===== config.mk =====
export PLATFORM = sky130hd
export DESIGN_NAME = decim_top
export DESIGN_NICKNAME = d
export VERILOG_FILES = /design/src/verilog/decim_pkg.sv /design/src/verilog/stream_fifo.sv /design/src/verilog/axis_decimator.sv /design/src/verilog/sample_packer.sv /design/src/verilog/decim_ctrl.sv /design/src/verilog/decim_top.sv
export SDC_FILE = /design/constraint.sdc
export NUM_CORES = 1
export LEC_CHECK = 0
export ABC_AREA = 1
export BUFFER_PORTS_ARGS = -buffer_cell sky130_fd_sc_hd__buf_2
export CAP_MARGIN = 20
export CORE_MARGIN = 2
export CORE_UTILIZATION = 60
export CTS_CLUSTER_DIAMETER = 80
export DETAILED_ROUTE_END_ITERATION = 12
export HOLD_SLACK_MARGIN = 0.15
export PLACE_DENSITY = 0.89
export REMOVE_ABC_BUFFERS = 1
export SYNTH_ARGS = -nofsm -noshare
export SYNTH_HDL_FRONTEND = slang
export SYNTH_HIERARCHICAL = 1
export SYNTH_SLANG_ARGS = --single-unit

===== constraint.sdc =====
create_clock -name aclk -period 4.2 [get_ports aclk]
set_input_delay 0.84 -clock aclk [delete_from_list [all_inputs] [get_ports aclk]]
set_output_delay 0.84 -clock aclk [all_outputs]
set_load 0.02 [all_outputs]

===== src/verilog/decim_pkg.sv =====
package decim_pkg;

  localparam int sample_w   = 16;
  localparam int word_w     = 32;
  localparam int ratio_w    = 8;
  localparam int count_w    = 16;
  localparam int fifo_depth = 8;

  // register port
  localparam int reg_addr_w = 2;
  localparam logic [reg_addr_w-1:0] addr_ratio  = reg_addr_w'(0);
  localparam logic [reg_addr_w-1:0] addr_enable = reg_addr_w'(1);
  localparam logic [reg_addr_w-1:0] addr_count  = reg_addr_w'(2); // read only

  typedef logic [sample_w-1:0] sample_t;
  typedef logic [word_w-1:0]   word_t;

endpackage


===== src/verilog/stream_fifo.sv =====
`timescale 1ns/1ps

module stream_fifo
  import decim_pkg::*;
#(
  parameter type payload_t = sample_t,
  parameter int  depth     = fifo_depth
)
(
  input  logic     aclk,
  input  logic     aresetn,
  input  logic     s_valid,
  input  payload_t s_data,
  output logic     s_ready,
  output logic     m_valid,
  output payload_t m_data,
  input  logic     m_ready
);

  localparam int ptr_w = (depth > 1) ? $clog2(depth) : 1;
  localparam int cnt_w = $clog2(depth + 1);

  payload_t         mem [depth];
  logic [ptr_w-1:0] wr_ptr;
  logic [ptr_w-1:0] rd_ptr;
  logic [cnt_w-1:0] count;
  logic [cnt_w-1:0] count_next;
  logic             wr_en;
  logic             rd_en;

  function automatic logic [ptr_w-1:0] ptr_inc(input logic [ptr_w-1:0] p);
    return (p == ptr_w'(depth - 1)) ? '0 : p + 1'b1;
  endfunction

  assign wr_en  = s_valid && s_ready;
  assign rd_en  = m_valid && m_ready;
  assign m_data = mem[rd_ptr];

  always_comb
  begin
    count_next = count;
    if (wr_en && !rd_en)
      count_next = count + 1'b1;
    else if (rd_en && !wr_en)
      count_next = count - 1'b1;
  end

  // flags registered from the next occupancy
  always_ff @(posedge aclk)
  begin
    if (!aresetn)
    begin
      wr_ptr  <= '0;
      rd_ptr  <= '0;
      count   <= '0;
      s_ready <= 1'b0;
      m_valid <= 1'b0;
    end
    else
    begin
      if (wr_en)
        wr_ptr <= ptr_inc(wr_ptr);
      if (rd_en)
        rd_ptr <= ptr_inc(rd_ptr);
      count   <= count_next;
      s_ready <= (count_next != cnt_w'(depth));
      m_valid <= (count_next != '0);
    end
  end

  always_ff @(posedge aclk)
  begin
    if (wr_en)
      mem[wr_ptr] <= s_data;
  end

endmodule


===== src/verilog/axis_decimator.sv =====
`timescale 1ns/1ps

module axis_decimator
  import decim_pkg::*;
(
  input  logic               aclk,
  input  logic               aresetn,
  input  logic [ratio_w-1:0] ratio,
  input  logic               enable,
  input  logic               restart,
  input  logic               s_valid,
  input  sample_t            s_data,
  output logic               s_ready,
  output logic               m_valid,
  output sample_t            m_data,
  input  logic               m_ready
);

  logic [ratio_w-1:0] phase;
  logic [ratio_w-1:0] phase_cur;
  logic               keep;
  logic               accept;
  logic               out_stall;

  // a sample arriving with restart is the first one of the new phase
  assign phase_cur = restart ? '0 : phase;
  assign keep      = (phase_cur == ratio);
  assign out_stall = m_valid && !m_ready;

  // dropped samples pass unless the kept slot is blocked
  assign s_ready = enable && !(keep && out_stall);
  assign accept  = s_valid && s_ready;

  always_ff @(posedge aclk)
  begin
    if (!aresetn)
    begin
      phase   <= '0;
      m_valid <= 1'b0;
    end
    else
    begin
      if (accept)
        phase <= keep ? '0 : phase_cur + 1'b1;
      else
        phase <= phase_cur;

      if (accept && keep)
        m_valid <= 1'b1;
      else if (m_ready)
        m_valid <= 1'b0;
    end
  end

  always_ff @(posedge aclk)
  begin
    if (accept && keep)
      m_data <= s_data;
  end

endmodule


===== src/verilog/sample_packer.sv =====
`timescale 1ns/1ps

module sample_packer
  import decim_pkg::*;
(
  input  logic    aclk,
  input  logic    aresetn,
  input  logic    restart,
  input  logic    s_valid,
  input  sample_t s_data,
  output logic    s_ready,
  output logic    m_valid,
  output word_t   m_data,
  input  logic    m_ready
);

  sample_t half;
  logic    half_valid;
  logic    half_cur;
  logic    accept;

  assign half_cur = half_valid && !restart;   // restart drops the held half
  assign s_ready  = !(m_valid && !m_ready);
  assign accept   = s_valid && s_ready;

  always_ff @(posedge aclk)
  begin
    if (!aresetn)
    begin
      half_valid <= 1'b0;
      m_valid    <= 1'b0;
    end
    else
    begin
      if (accept)
        half_valid <= !half_cur;
      else
        half_valid <= half_cur;

      if (accept && half_cur)
        m_valid <= 1'b1;
      else if (m_ready)
        m_valid <= 1'b0;
    end
  end

  always_ff @(posedge aclk)
  begin
    if (accept && !half_cur)
      half <= s_data;
    if (accept && half_cur)
      m_data <= {s_data, half};               // first sample low
  end

endmodule


===== src/verilog/decim_ctrl.sv =====
`timescale 1ns/1ps

module decim_ctrl
  import decim_pkg::*;
(
  input  logic                  aclk,
  input  logic                  aresetn,
  input  logic                  cfg_wr,
  input  logic                  cfg_rd,
  input  logic [reg_addr_w-1:0] cfg_addr,
  input  logic [31:0]           cfg_wdata,
  output logic [31:0]           cfg_rdata,
  input  logic                  out_fire,
  output logic [ratio_w-1:0]    ratio,
  output logic                  enable,
  output logic                  restart
);

  logic [count_w-1:0] word_count;
  logic [31:0]        rd_value;

  always_ff @(posedge aclk)
  begin
    if (!aresetn)
    begin
      ratio      <= '0;
      enable     <= 1'b0;
      restart    <= 1'b0;
      word_count <= '0;
    end
    else
    begin
      // one cycle pulse after any ratio write
      restart <= cfg_wr && (cfg_addr == addr_ratio);
      if (cfg_wr)
      begin
        case (cfg_addr)
          addr_ratio:  ratio  <= cfg_wdata[ratio_w-1:0];
          addr_enable: enable <= cfg_wdata[0];
          default: ;                               // count is read only
        endcase
      end
      if (out_fire)
        word_count <= word_count + 1'b1;           // wraps
    end
  end

  always_comb
  begin
    rd_value = '0;
    case (cfg_addr)
      addr_ratio:  rd_value[ratio_w-1:0] = ratio;
      addr_enable: rd_value[0]           = enable;
      addr_count:  rd_value[count_w-1:0] = word_count;
      default: ;
    endcase
  end

  // read data held until the next read
  always_ff @(posedge aclk)
  begin
    if (cfg_rd)
      cfg_rdata <= rd_value;
  end

endmodule


===== src/verilog/decim_top.sv =====
`timescale 1ns/1ps

module decim_top
  import decim_pkg::*;
(
  input  logic                  aclk,
  input  logic                  aresetn,
  input  logic                  s_valid,
  input  sample_t               s_data,
  output logic                  s_ready,
  output logic                  m_valid,
  output word_t                 m_data,
  input  logic                  m_ready,
  input  logic                  cfg_wr,
  input  logic                  cfg_rd,
  input  logic [reg_addr_w-1:0] cfg_addr,
  input  logic [31:0]           cfg_wdata,
  output logic [31:0]           cfg_rdata
);

  logic [ratio_w-1:0] ratio;
  logic               enable;
  logic               restart;
  logic               out_fire;

  logic    fi_valid;   // input fifo to decimator
  sample_t fi_data;
  logic    fi_ready;
  logic    dc_valid;   // decimator to packer
  sample_t dc_data;
  logic    dc_ready;
  logic    pk_valid;   // packer to output fifo
  word_t   pk_data;
  logic    pk_ready;

  assign out_fire = m_valid & m_ready;

  decim_ctrl u_ctrl (
    .aclk      (aclk),
    .aresetn   (aresetn),
    .cfg_wr    (cfg_wr),
    .cfg_rd    (cfg_rd),
    .cfg_addr  (cfg_addr),
    .cfg_wdata (cfg_wdata),
    .cfg_rdata (cfg_rdata),
    .out_fire  (out_fire),
    .ratio     (ratio),
    .enable    (enable),
    .restart   (restart)
  );

  stream_fifo #(
    .payload_t (sample_t),
    .depth     (fifo_depth)
  ) u_in_fifo (
    .aclk    (aclk),
    .aresetn (aresetn),
    .s_valid (s_valid),
    .s_data  (s_data),
    .s_ready (s_ready),
    .m_valid (fi_valid),
    .m_data  (fi_data),
    .m_ready (fi_ready)
  );

  axis_decimator u_decim (
    .aclk    (aclk),
    .aresetn (aresetn),
    .ratio   (ratio),
    .enable  (enable),
    .restart (restart),
    .s_valid (fi_valid),
    .s_data  (fi_data),
    .s_ready (fi_ready),
    .m_valid (dc_valid),
    .m_data  (dc_data),
    .m_ready (dc_ready)
  );

  sample_packer u_pack (
    .aclk    (aclk),
    .aresetn (aresetn),
    .restart (restart),
    .s_valid (dc_valid),
    .s_data  (dc_data),
    .s_ready (dc_ready),
    .m_valid (pk_valid),
    .m_data  (pk_data),
    .m_ready (pk_ready)
  );

  stream_fifo #(
    .payload_t (word_t),
    .depth     (fifo_depth)
  ) u_out_fifo (
    .aclk    (aclk),
    .aresetn (aresetn),
    .s_valid (pk_valid),
    .s_data  (pk_data),
    .s_ready (pk_ready),
    .m_valid (m_valid),
    .m_data  (m_data),
    .m_ready (m_ready)
  );

endmodule


# Word level (Yosys, flattened, before mapping)

Memories as Yosys holds them, arrays and structs flattened. A register that Yosys moved wholly into a read port is not among the register bits.
Cells that the tools add are included.

Add/sub/neg operators: 10
Eq/ne operators: 10
Mux-type cells: 24
Bitwise operators: 1
Reduce and logical (&&, ||, !) cells: 33

Operator list:

| cell                  | number |
|---|---|
| $mux 8                | 3 |
| $logic_and 1x1->1     | 18 |
| $mux 3                | 6 |
| $add 16x1->16 const B | 1 |
| $mux 4                | 4 |
| $pmux 7 s2            | 1 |
| $add 3x1->3 const B   | 4 |
| $eq 3x3->1 const B    | 4 |
| $logic_not 1->1       | 9 |
| $mux 1                | 9 |
| $add 4x1->4 const B   | 2 |
| $add 8x1->8 const B   | 1 |
| $eq 8x8->1            | 1 |
| $ne 4x4->1 const B    | 2 |
| $reduce_bool 4->1     | 2 |
| $sub 4x1->4 const B   | 2 |
| $reduce_and 2->1      | 2 |
| $pmux 1 s3            | 1 |
| $eq 2x1->1 const B    | 1 |
| $eq 2x2->1 const B    | 1 |
| $logic_not 2->1       | 1 |
| $ne 2x2->1 const B    | 1 |
| $reduce_bool 2->1     | 1 |
| $and 1x1->1           | 1 |

Register bits: 125
Bits of input ports: 56
Word-level logic and storage cells: 102
Output and inout bits: 66
Memories kept: 2
RAM bits: 384

Memory list:

| name           | words | width | read ports | clocked after Yosys merged registers in | write ports | line              | text |
|---|---|---|---|---|---|---|---|
| u_out_fifo.mem | 8     | 32    | 1          | 1                                       | 1           | stream_fifo.sv:23 | `payload_t mem [depth];` |
| u_in_fifo.mem  | 8     | 16    | 1          | 1                                       | 1           | stream_fifo.sv:23 |  |

# Logic depth before layout (Yosys ltp)

Gate-level depths: netlist of the first run.

Word-level depth: 11
Depth in mapped cells: 20
Depth with buffers taken out: 20

# Hierarchy

Netlist of the first run, hierarchy kept.

Modules (own cells, without submodules):

| module                    | cells each | area an instance (µm²) | instances | sequential area each (µm²) |
|---|---|---|---|---|
| stream_fifo at u_out_fifo | 865        | 10739.0                | 1         | 7987.7 |
| stream_fifo at u_in_fifo  | 487        | 5753.0                 | 1         | 4144.0 |
| decim_ctrl                | 221        | 1880.6                 | 1         | 1001.0 |
| sample_packer             | 62         | 1555.2                 | 1         | 1481.4 |
| axis_decimator            | 168        | 1353.8                 | 1         | 660.6 |
| decim_top                 | 2          | 7.5                    | 1         | 0.0 |

# Least setup slack after synthesis of the first run

Ideal clock, no wire load.

Kind: flip-flop to flip-flop
Start: register u_pack.m_valid
End: memory u_out_fifo/mem[0][0] (netlist name), enable pin
Cell stages (with the launch flop): 5
Required time: 3.779 ns
Slack: 1.716 ns
Path buffers: 0
Data arrival time: 2.063 ns
Path through: dfxtp_1 -> nand2_2 -> inv_1 -> nand2_1 -> nor2_1

Longest elaborated chain between the ends: 3

Ends and longest elaborated chain:

| item                         | line                | text |
|---|---|---|
| start: declaration           | sample_packer.sv:12 | `output logic m_valid,` |
| start signal: assignment     | sample_packer.sv:31 | `m_valid <= 1'b0;` |
| start signal: assignment     | sample_packer.sv:41 | `m_valid <= 1'b1;` |
| start signal: assignment     | sample_packer.sv:43 | `m_valid <= 1'b0;` |
| $logic_and 1x1->1            | stream_fifo.sv:35   | `assign wr_en = s_valid && s_ready;` |
| $mux 1                       | stream_fifo.sv:73   | `if (wr_en)` |
| $mux 1 (not written as such) | stream_fifo.sv:74   | `mem[wr_ptr] <= s_data;` |
| end: declaration             | stream_fifo.sv:23   |  |

Every way passes these cells.

==> metrics.yaml, run 1 <==
drc_errors: 0
cts_resized: 0
grt_antenna_before_repair: 3
grt_pass1_wl_mm: 70.5
cts_buffer_depth: 3
status: "finished, final reports clean"
rows: 68
numCtsBuffers: 49
vias: 14021
num-fill-cells: 2181
setup_viol: 0
hold_class: "reg2reg"
clock_sinks: 531
track_usage_pct: 24.7
synth_cell_types: 39
crit_path_max_incr_delay_ns: 0.62
start_util_pct: 61.3
cts_tree: "yes"
endpoint_kind: "primary output"
max_slew_margin_pct: 26.6
wl_per_cell_um: 19.4
worstPathRequired_ns: 3.36
io_pins: 122
drtIter0Drc: 1525
seq_area_mm2: 0.0153
critPathKind: "reg2out"
die_h_um: 192
p_leak_nw: 8.45
seq_area_frac_synth_pct: 71.7
place_hpwl_mm: 25.0
crit_fanout: 45
critPathLaunchType: "register"
yosys_register_bits: 531
synth_edf_count: 464
path_clk_slew_ns: 0.06
timing.final.crit_share_pct: 92.1
tightest_slew_ns: 1.10
crit_buf_inv: 3
timing.final.hold_violations: 0
path_cells: "clkinv_2 > buf_4 > nor2_1 > o21ai_0 > a21oi_1 > a31oi_1 > buf_2"
hold_buffers: 0
io_buffer_count: 81
ys_async_sr_fraction_pct: 0
netlist_area_mm2: 0.0213
root_buffer: "clkbuf_16"
die_w_um: 192
syn_area_per_cell_um2: 11.8
h-tree-depth: 2
layout-drive-gt1-share_pct: 12.0
multi_input_area_mm2: 0.00514
core_area_mm2: 0.0347
grt_overflow: 0
ys_warn_count: 6
grt_pass1_vias: 13996
post_cts_buffers: 0
slowest_stage: "clkinv_2"
cp.arrival_ns: 3.03
syn_to_final_growth_pct: 10.9
syn_inst: 1805
period_minus_slack_ns: 3.87
die_area_mm2: 0.0370
p_per_area_mw_per_mm2: 503
layout.nets: 1954
ys.flop_type: "edfxtp_1"
drv_cap: 0
max_freq_mhz: 259
reg2reg_from: "u_ctrl/restart$_SDFF_PN0_"
finClkSkew_ns: 0.0448
clk_latency_ns: 0.60
grt_start_max_net_pins: 65
wl_mm: 46.0
dr.pass1.iters: 5
rsz0062_at_grt: "false"
critPathTopFamily: "buffers and inverters"
slew_viol_final: 0
hold_ws_ns: 0.423
final_antenna_net_count: 0
viasPerCell: 5.90
ir_drop_uv: 368
gp_congestion: 0.828
power_mw: 11.9
hold_start: "u_pack/half[6]$_DFFE_PP_"
report_power, final:
group	switching (mW)	total, mW	internal [mW]
clock network	1.90	4.40	2.50
registers	0.104	5.88	5.77
logic	1.13	1.58	0.450
flip-flops by register name (all words and copies together) (netlist names), 3 cells and up, named ones only:
signal and count:
u_out_fifo/mem 256, u_in_fifo/mem 128, u_pack/m_data 32, u_ctrl/cfg_rdata 16, u_ctrl/word_count 16, u_decim/m_data 16
u_pack/half 16, u_ctrl/ratio 8, u_decim/phase 8, u_in_fifo/count 4, u_out_fifo/count 4, u_in_fifo/rd_ptr 3
u_in_fifo/wr_ptr 3, u_out_fifo/rd_ptr 3, u_out_fifo/wr_ptr 3
final cells by class:
| type | count | share of cell area, % |
|---|---|---|
| Multi-Input combinational cell | 1107 | 21.8 |
| Antenna cell | 1 | 0.0106 |
| Tap cell | 455 | 2.41 |
| Clock inverter | 32 | 1.39 |
| Sequential cell | 531 | 64.7 |
| Timing Repair Buffer | 101 | 2.74 |
| Inverter | 92 | 1.50 |
| Clock buffer | 57 | 5.41 |
cell families (layout without fill, tap and decap cells):
group / count (synthesis) / after routing / synth area share, %
DFF: 531 / 531 / 71.7
and+or+nand+nor: 722 / 722 / 13.8
other: 1 / 17 / 0.0176
adders and majority gates: 16 / 16 / 0.940
xor gates and xnor gates: 7 / 7 / 0.288
buffers and inverters: 182 / 282 / 4.73
AOI/OAI and AO/OA: 346 / 346 / 8.51
cells in the mapped netlist, types with 21 or more instances:
master | instances | area (um^2)
edfxtp_1 | 464 | 13900
nor2_1 | 350 | 1310
nand2_1 | 293 | 1100
o21ai_0 | 166 | 831
inv_1 | 80 | 300
a21oi_1 | 75 | 375
dfxtp_1 | 67 | 1340
o21ai_1 | 51 | 255
a31oi_1 | 48 | 300
nand3_1 | 32 | 160
buf_2 | 21 | 105
buf_6 | 21 | 236
path summary, 6_finish.rpt:
check                                end  slack (ns)  cells past startpoint
max                            m_data[8]        0.33                      7
max reg2reg  u_decim/m_data[3]$_DFFE_PP_        1.62                      9
min reg2reg   u_pack/m_data[6]$_DFFE_PP_        0.42                      0
min           u_pack/m_data[6]$_DFFE_PP_        0.42                      0
per-layer routing:
layer,share of wire [%],global-route usage [%],up-vias
li1,-,-,6383
met1,36,29.0,6729
met2,52,44.6,777
met3,8.9,4.24,130
met4,3.1,11.1,2
met5,0.028,0,-
stage by stage:
stage / worst slack, ns / setup TNS [ns] / cells / util [%] / area [um^2]
floorplan: -0.815 / -24.94 / 1730 / - / 20700
global route: 0.202 / 0 / 2375 / 68.0 / 23600
CTS: 0.399 / 0 / 2371 / 67.7 / 23500
detailed placement: 1.05 / 0 / 2282 / 63.1 / 21900
global placement: 1.15 / 0 / 2280 / 63.0 / 21900
finish: 0.333 / 0 / 2376 / 68.0 / 23600
worst register-to-register path, cell delays in order (launching register included):
cell and delay [ns]:
dfxtp_1 0.39, inv_2 0.29, nand2_1 0.18, nand2_1 0.11
nand2_1 0.05, nor2_1 0.13, nand2_1 0.10, nor2_4 0.22
nand4_1 0.16, inv_1 0.58
layout by cell type (no fill, tap or decap), types with 8 or more instances in the layout:
cell / instances
nand3_1: 32
o21ai_1: 51
nor2_1: 334
inv_2: 8
conb_1: 16
clkbuf_16: 49
a31oi_1: 48
nor3_1: 8
nand4_1: 10
nor2_2: 12
inv_1: 80
nand2_2: 11
clkinv_2: 10
buf_2: 81
nand2_1: 293
dfxtp_1: 64
clkinv_1: 12
buf_4: 14
ha_1: 16
edfxtp_1: 464
a21oi_1: 75
nor2_4: 13
o21ai_0: 166
Power figures use the tool's default switching activity.
==> run 2: changes to the inputs <==
--- a/config.mk
+++ b/config.mk
@@ -9,13 +9,12 @@
 export BUFFER_PORTS_ARGS = -buffer_cell sky130_fd_sc_hd__buf_2
 export CAP_MARGIN = 20
 export CORE_MARGIN = 2
-export CORE_UTILIZATION = 60
+export CORE_UTILIZATION = 51
 export CTS_CLUSTER_DIAMETER = 80
 export DETAILED_ROUTE_END_ITERATION = 12
 export HOLD_SLACK_MARGIN = 0.15
-export PLACE_DENSITY = 0.89
+export PLACE_DENSITY = 0.79
 export REMOVE_ABC_BUFFERS = 1
 export SYNTH_ARGS = -nofsm -noshare
 export SYNTH_HDL_FRONTEND = slang
-export SYNTH_HIERARCHICAL = 1
 export SYNTH_SLANG_ARGS = --single-unit
==> metrics.yaml, run 2 <==
status: "finished, final reports clean"
yosys_register_bits: 528
slowest_stage: "buf_4"
synth_top_cell_by_area: "edfxtp_1"
grt_overflow: 0
period_minus_slack_ns: 3.59
track_usage_pct: 19.5
fin_util_pct: 58.4
grt_pass1_vias: 12528
layout.nets: 1806
max_slew_margin_pct: 28.2
die_h_um: 204
grt_antenna_before_repair: 4
cts_tree: "yes"
start_util_pct: 51.6
io_pins: 122
wl_per_cell_um: 17.7
hold_class: "reg2reg"
rows: 73
seq_area_frac_synth_pct: 74.4
ys.flop_type: "edfxtp_1"
worstPathRequired_ns: 3.36
p_leak_nw: 7.97
path_clk_slew_ns: 0.07
cts_buffer_depth: 3
synthMuxAreaShare_pct: 0.0550
timing.final.crit_share_pct: 85.6
place_hpwl_mm: 22.7
power_mw: 11.8
io_buffer_count: 81
critPathLaunchType: "register"
crit_path_max_incr_delay_ns: 0.47
viasPerCell: 5.51
slew_viol_final: 0
grt_pass1_wl_mm: 63.5
final_antenna_net_count: 0
endpoint_kind: "primary output"
synth.most_common_cell: "edfxtp_1"
synth_compound_area_share_pct: 9.96
synth_edf_count: 464
path_cells: "inv_2 > buf_4 > o21ai_0 > o22ai_1 > nor2_1 > a31oi_1 > buf_2"
die_area_mm2: 0.0417
tightest_slew_ns: 1.08
synth_top_family_by_area: "simple AND/OR/NAND/NOR gates"
drv_cap: 0
top_register: "u_out_fifo.mem"
syn_inst: 1651
synth_common_cells: "edfxtp_1 (464), nor2_1 (400), o21ai_0 (225), nand2_1 (98), inv_1 (70)"
synthXorXnorAreaFrac_pct: 0.257
cp.arrival_ns: 2.75
drtIter0Drc: 1170
cts_resized: 0
wl_mm: 40.6
root_buffer: "clkbuf_16"
timing.final.hold_violations: 0
fin_area_mm2: 0.0231
ys_warn_count: 0
layout_common_cells: "edfxtp_1 (464), nor2_1 (392), o21ai_0 (225)"
crit_buf_inv: 3
critPathKind: "reg2out"
post_cts_buffers: 0
finClkSkew_ns: 0.0231
hold_buffers: 0
synth_cell_types: 40
clock_sinks: 528
ys_top_cells_by_area: "edfxtp_1 (68%), nor2_1 (7.3%), dfxtp_1 (6.3%), o21ai_0 (5.5%), nand2_1 (1.8%)"
max_freq_mhz: 278
insertedDiodeCount: 0
die_w_um: 204
syn_to_final_growth_pct: 13.1
drc_errors: 0
crit_fanout: 40
reg_top3: "u_out_fifo.mem (256), u_in_fifo.mem (128), u_pack.m_data (32)"
syn_area_per_cell_um2: 12.4
ir_drop_uv: 323
critPathTopFamily: "buffers and inverters"
grt_start_max_net_pins: 67
core_area_mm2: 0.0396
h-tree-depth: 2
layout-drive-gt1-share_pct: 12.2
vias: 12665
gp_congestion: 0.800
postPlaceCellArea_mm2: 0.0214
synth.top_cell.area_share_pct: 68.1
largest_reg_flops: 256
rsz0062_at_grt: "false"
p_per_area_mw_per_mm2: 512
ys_async_sr_fraction_pct: 0
synthSimpleGateAreaFrac_pct: 10.9
netlist_area_mm2: 0.0205
layout_commonest_cell: "edfxtp_1"
synth_fa_ha_area_share_pct: 0.978
dr.pass1.iters: 5
clk_latency_ns: 0.57
setup_viol: 0
numCtsBuffers: 49
==> run 2: changes by cell type after synthesis, moves of 20 or more <==
| cell | delta |
|---|---|
| a21oi_1 | -37 |
| clkbuf_1 | +48 |
| o22ai_1 | +53 |
| buf_6 | -20 |
| o21ai_1 | -48 |
| o21ai_0 | +59 |
| nor2_1 | +50 |
| nand2_1 | -195 |
==> run 2: final timing paths <==
path                            slack (ns)                   startpoint  cells after the start                               to
worst max register to register        1.89  u_pack.m_valid$_SDFFE_PN0P_                      5  u_out_fifo.mem[2][16]$_DFFE_PP_
worst max-delay path                  0.61                     register                      7                       m_data[13]
worst min register to register        0.41    u_pack.half[13]$_DFFE_PP_                      0      u_pack.m_data[13]$_DFFE_PP_
worst min-delay path                  0.41    u_pack.half[13]$_DFFE_PP_                      0      u_pack.m_data[13]$_DFFE_PP_
==> run 2: cells by family (layout without fill, tap and decap cells) <==
kind of cell	count (synthesis)	after routing
xor gates and xnor gates	6	6
and+or+nand+nor	551	551
other	1	16
DFF	528	528
buffers and inverters	171	278
AOI/OAI and AO/OA	377	377
adders and majority gates	16	16
muxes	1	1
==> run 2: per-layer routing <==
layer	global-route usage [%]	wire length [um]	vias to the layer above
met2	34.9	21000	440
met3	3.44	2780	74
met5	0	48	-
li1	-	-	6026
met4	7.04	826	8
met1	23.6	16000	6117
==> run 2: report_power, final <==
group | internal (mW) | total, mW | switching [mW]
Combinational | 0.462 | 1.55 | 1.08
Sequential | 5.75 | 5.80 | 0.0506
Clock | 2.67 | 4.50 | 1.83
==> run 2: layout make-up <==
type                    count  area [um^2]
fillers                  2928        16500
flip-flops and latches    528        15200
multi-input cells         967         4640
clock buffers              63         1290
repair buffers            112          676
well taps                 525          657
clock inverters            27          365
inverters                  76          285
==> run 2: stage by stage <==
step / setup WS [ns] / std cells / setup TNS, ns / hold slack (ns)
2_1_floorplan: -1.56 / 1571 / -50.06 / 0.400
3_3_place_gp: 1.26 / 2205 / 0 / 0.404
3_5_place_dp: 1.20 / 2206 / 0 / 0.405
4_1_cts: 0.620 / 2296 / 0 / 0.416
5_1_grt: 0.424 / 2298 / 0 / 0.434
6_report: 0.606 / 2298 / 0 / 0.408
==> run 2: worst reg2reg max path, cell delays in order (launching register included) <==
cell	delay [ns]
dfxtp_1	0.36
nand2_1	0.16
inv_1	0.12
nand2_1	0.23
nor2_4	0.76
buf_4	0.37
==> run 3: changes to the inputs <==
--- a/config.mk
+++ b/config.mk
@@ -6,7 +6,7 @@
 export NUM_CORES = 1
 export LEC_CHECK = 0
 export ABC_AREA = 1
-export BUFFER_PORTS_ARGS = -buffer_cell sky130_fd_sc_hd__buf_2
+export BUFFER_PORTS_ARGS = -buffer_cell sky130_fd_sc_hd__buf_4
 export CAP_MARGIN = 20
 export CORE_MARGIN = 2
 export CORE_UTILIZATION = 51
==> constraint.sdc (replaced) <==
create_clock -name aclk -period 4.2 [get_ports aclk]
set_input_delay 0.84 -clock aclk [delete_from_list [all_inputs] [get_ports aclk]]
set_output_delay 0.84 -clock aclk [all_outputs]
set_load 0.05 [all_outputs]
==> metrics.yaml, run 3 (synthesis results as in run 2) <==
status: "finished, final reports clean"
worst_path_most_repeated_cell: "buf_4"
max_slew_margin_pct: 35.5
cts_tree: "yes"
layout_commonest_cell: "edfxtp_1"
gp_congestion: 0.799
largest_reg_flops: 256
top_register: "u_out_fifo.mem"
reg_top3: "u_out_fifo.mem (256), u_in_fifo.mem (128), u_pack.m_data (32)"
post_cts_buffers: 0
path_cells: "inv_2 > buf_4 > o21ai_0 > o22ai_1 > nor2_1 > a31oi_1 > buf_4"
rows: 73
grt_start_max_net_pins: 129
period_minus_slack_ns: 3.56
endpoint_kind: "primary output"
reg2reg_slack_ns: 1.86
grt_antenna_before_repair: 2
place_hpwl_mm: 23.2
wl_per_cell_um: 18.1
clk_latency_ns: 0.57
crit_path_max_incr_delay_ns: 0.43
layout_common_cells: "edfxtp_1 (464), nor2_1 (392), o21ai_0 (225)"
grt_overflow: 0
cts_resized: 0
root_buffer: "clkbuf_16"
syn_to_final_growth_pct: 14.3
hold_ws_ns: 0.415
slowest_stage: "inv_2"
clock_sinks: 528
timing.final.hold_violations: 0
critPathLaunchType: "register"
setup_slack_ns: 0.639
num-fill-cells: 2924
wl_mm: 41.6
timing.final.crit_share_pct: 84.8
vias: 12792
layout-drive-gt1-share_pct: 12.0
finClkSkew_ns: 0.0232
numCtsBuffers: 49
path_clk_slew_ns: 0.06
grt_pass1_vias: 12651
drc_errors: 0
multi_input_area_mm2: 0.00463
io_buffer_count: 81
die_w_um: 204
layout.nets: 1805
p_leak_nw: 8.08
h-tree-depth: 2
crit_fanout: 33
fin_util_pct: 59.0
worstPathRequired_ns: 3.36
tightest_slew_ns: 0.965
io_pins: 122
die_h_um: 204
dr.pass1.iters: 7
place_ws_ns: 1.29
hold_buffers: 0
p_per_area_mw_per_mm2: 528
max_freq_mhz: 281
core_area_mm2: 0.0396
slew_viol_final: 0
cts_buffer_depth: 3
drtIter0Drc: 1189
cp.arrival_ns: 2.72
critPathKind: "reg2out"
rsz0062_at_grt: "false"
viasPerCell: 5.56
ir_drop_uv: 414
hold_class: "reg2reg"
grt_pass1_wl_mm: 64.6
setup_viol: 0
seq_area_mm2: 0.0152
die_area_mm2: 0.0417
power_mw: 12.4
final_antenna_net_count: 0
drv_cap: 0
start_util_pct: 51.6
track_usage_pct: 19.8
-- run 3: cell types whose count changed in the layout (fill, tap and decap cells not counted), moves of 3 or more --
cell        change
clkbuf_1        -3
buf_4          +77
clkinv_2        +4
buf_2          -81
clkinv_1        +6
clkinvlp_4      -4
-- run 3: through the flow --
stage	TNS (ns)	cells	area, um^2
2_1_floorplan	-53.69	1571	20100
3_3_place_gp	0	2203	21600
3_5_place_dp	0	2205	21700
4_1_cts	0	2296	23300
5_1_grt	0	2299	23400
6_report	0	2299	23400
-- run 3: path summary, 6_finish.rpt --
path / start / end / cells past startpoint
min: u_pack.half[14]$_DFFE_PP_ / u_pack.m_data[14]$_DFFE_PP_ / 0
max reg2reg: u_pack.m_valid$_SDFFE_PN0P_ / u_out_fifo.mem[1][22]$_DFFE_PP_ / 5
max: register / m_data[0] / 7
min reg2reg: u_pack.half[14]$_DFFE_PP_ / u_pack.m_data[14]$_DFFE_PP_ / 0
-- run 3: per-layer routing --
metal  global-route usage [%]  wire length, um  vias up
li1                         -                -     6030
met1                     24.0            16000     6198
met2                     35.4            21500      498
met3                     3.84             3190       64
met4                     6.75              897        2
met5                        0               13        -
-- run 3: power breakdown --
| part | internal, mW | total (mW) | switching [mW] |
|---|---|---|---|
| clock | 2.68 | 4.52 | 1.84 |
| sequential | 5.75 | 5.80 | 0.0535 |
| combinational | 0.571 | 2.04 | 1.46 |
| total | 9.00 | 12.4 | 3.36 |
-- run 3: cell type report --
| cell class | count | share of cell area (%) |
|---|---|---|
| diodes | 1 | 0.0107 |
| multi-input cells | 967 | 19.8 |
| repair buffers | 111 | 3.95 |
| clock buffers | 60 | 5.51 |
| clock inverters | 31 | 1.59 |
| flip-flops and latches | 528 | 65.1 |
| inverters | 76 | 1.22 |
| well taps | 525 | 2.81 |
-- run 3: worst max-delay path, delay by kind of cell, from the launching register on --
family | cells | cell delay, ns
simple gates | 1 | 0.09
buf+inv | 3 | 1.06
flops | 1 | 0.35
compound gates | 3 | 0.63
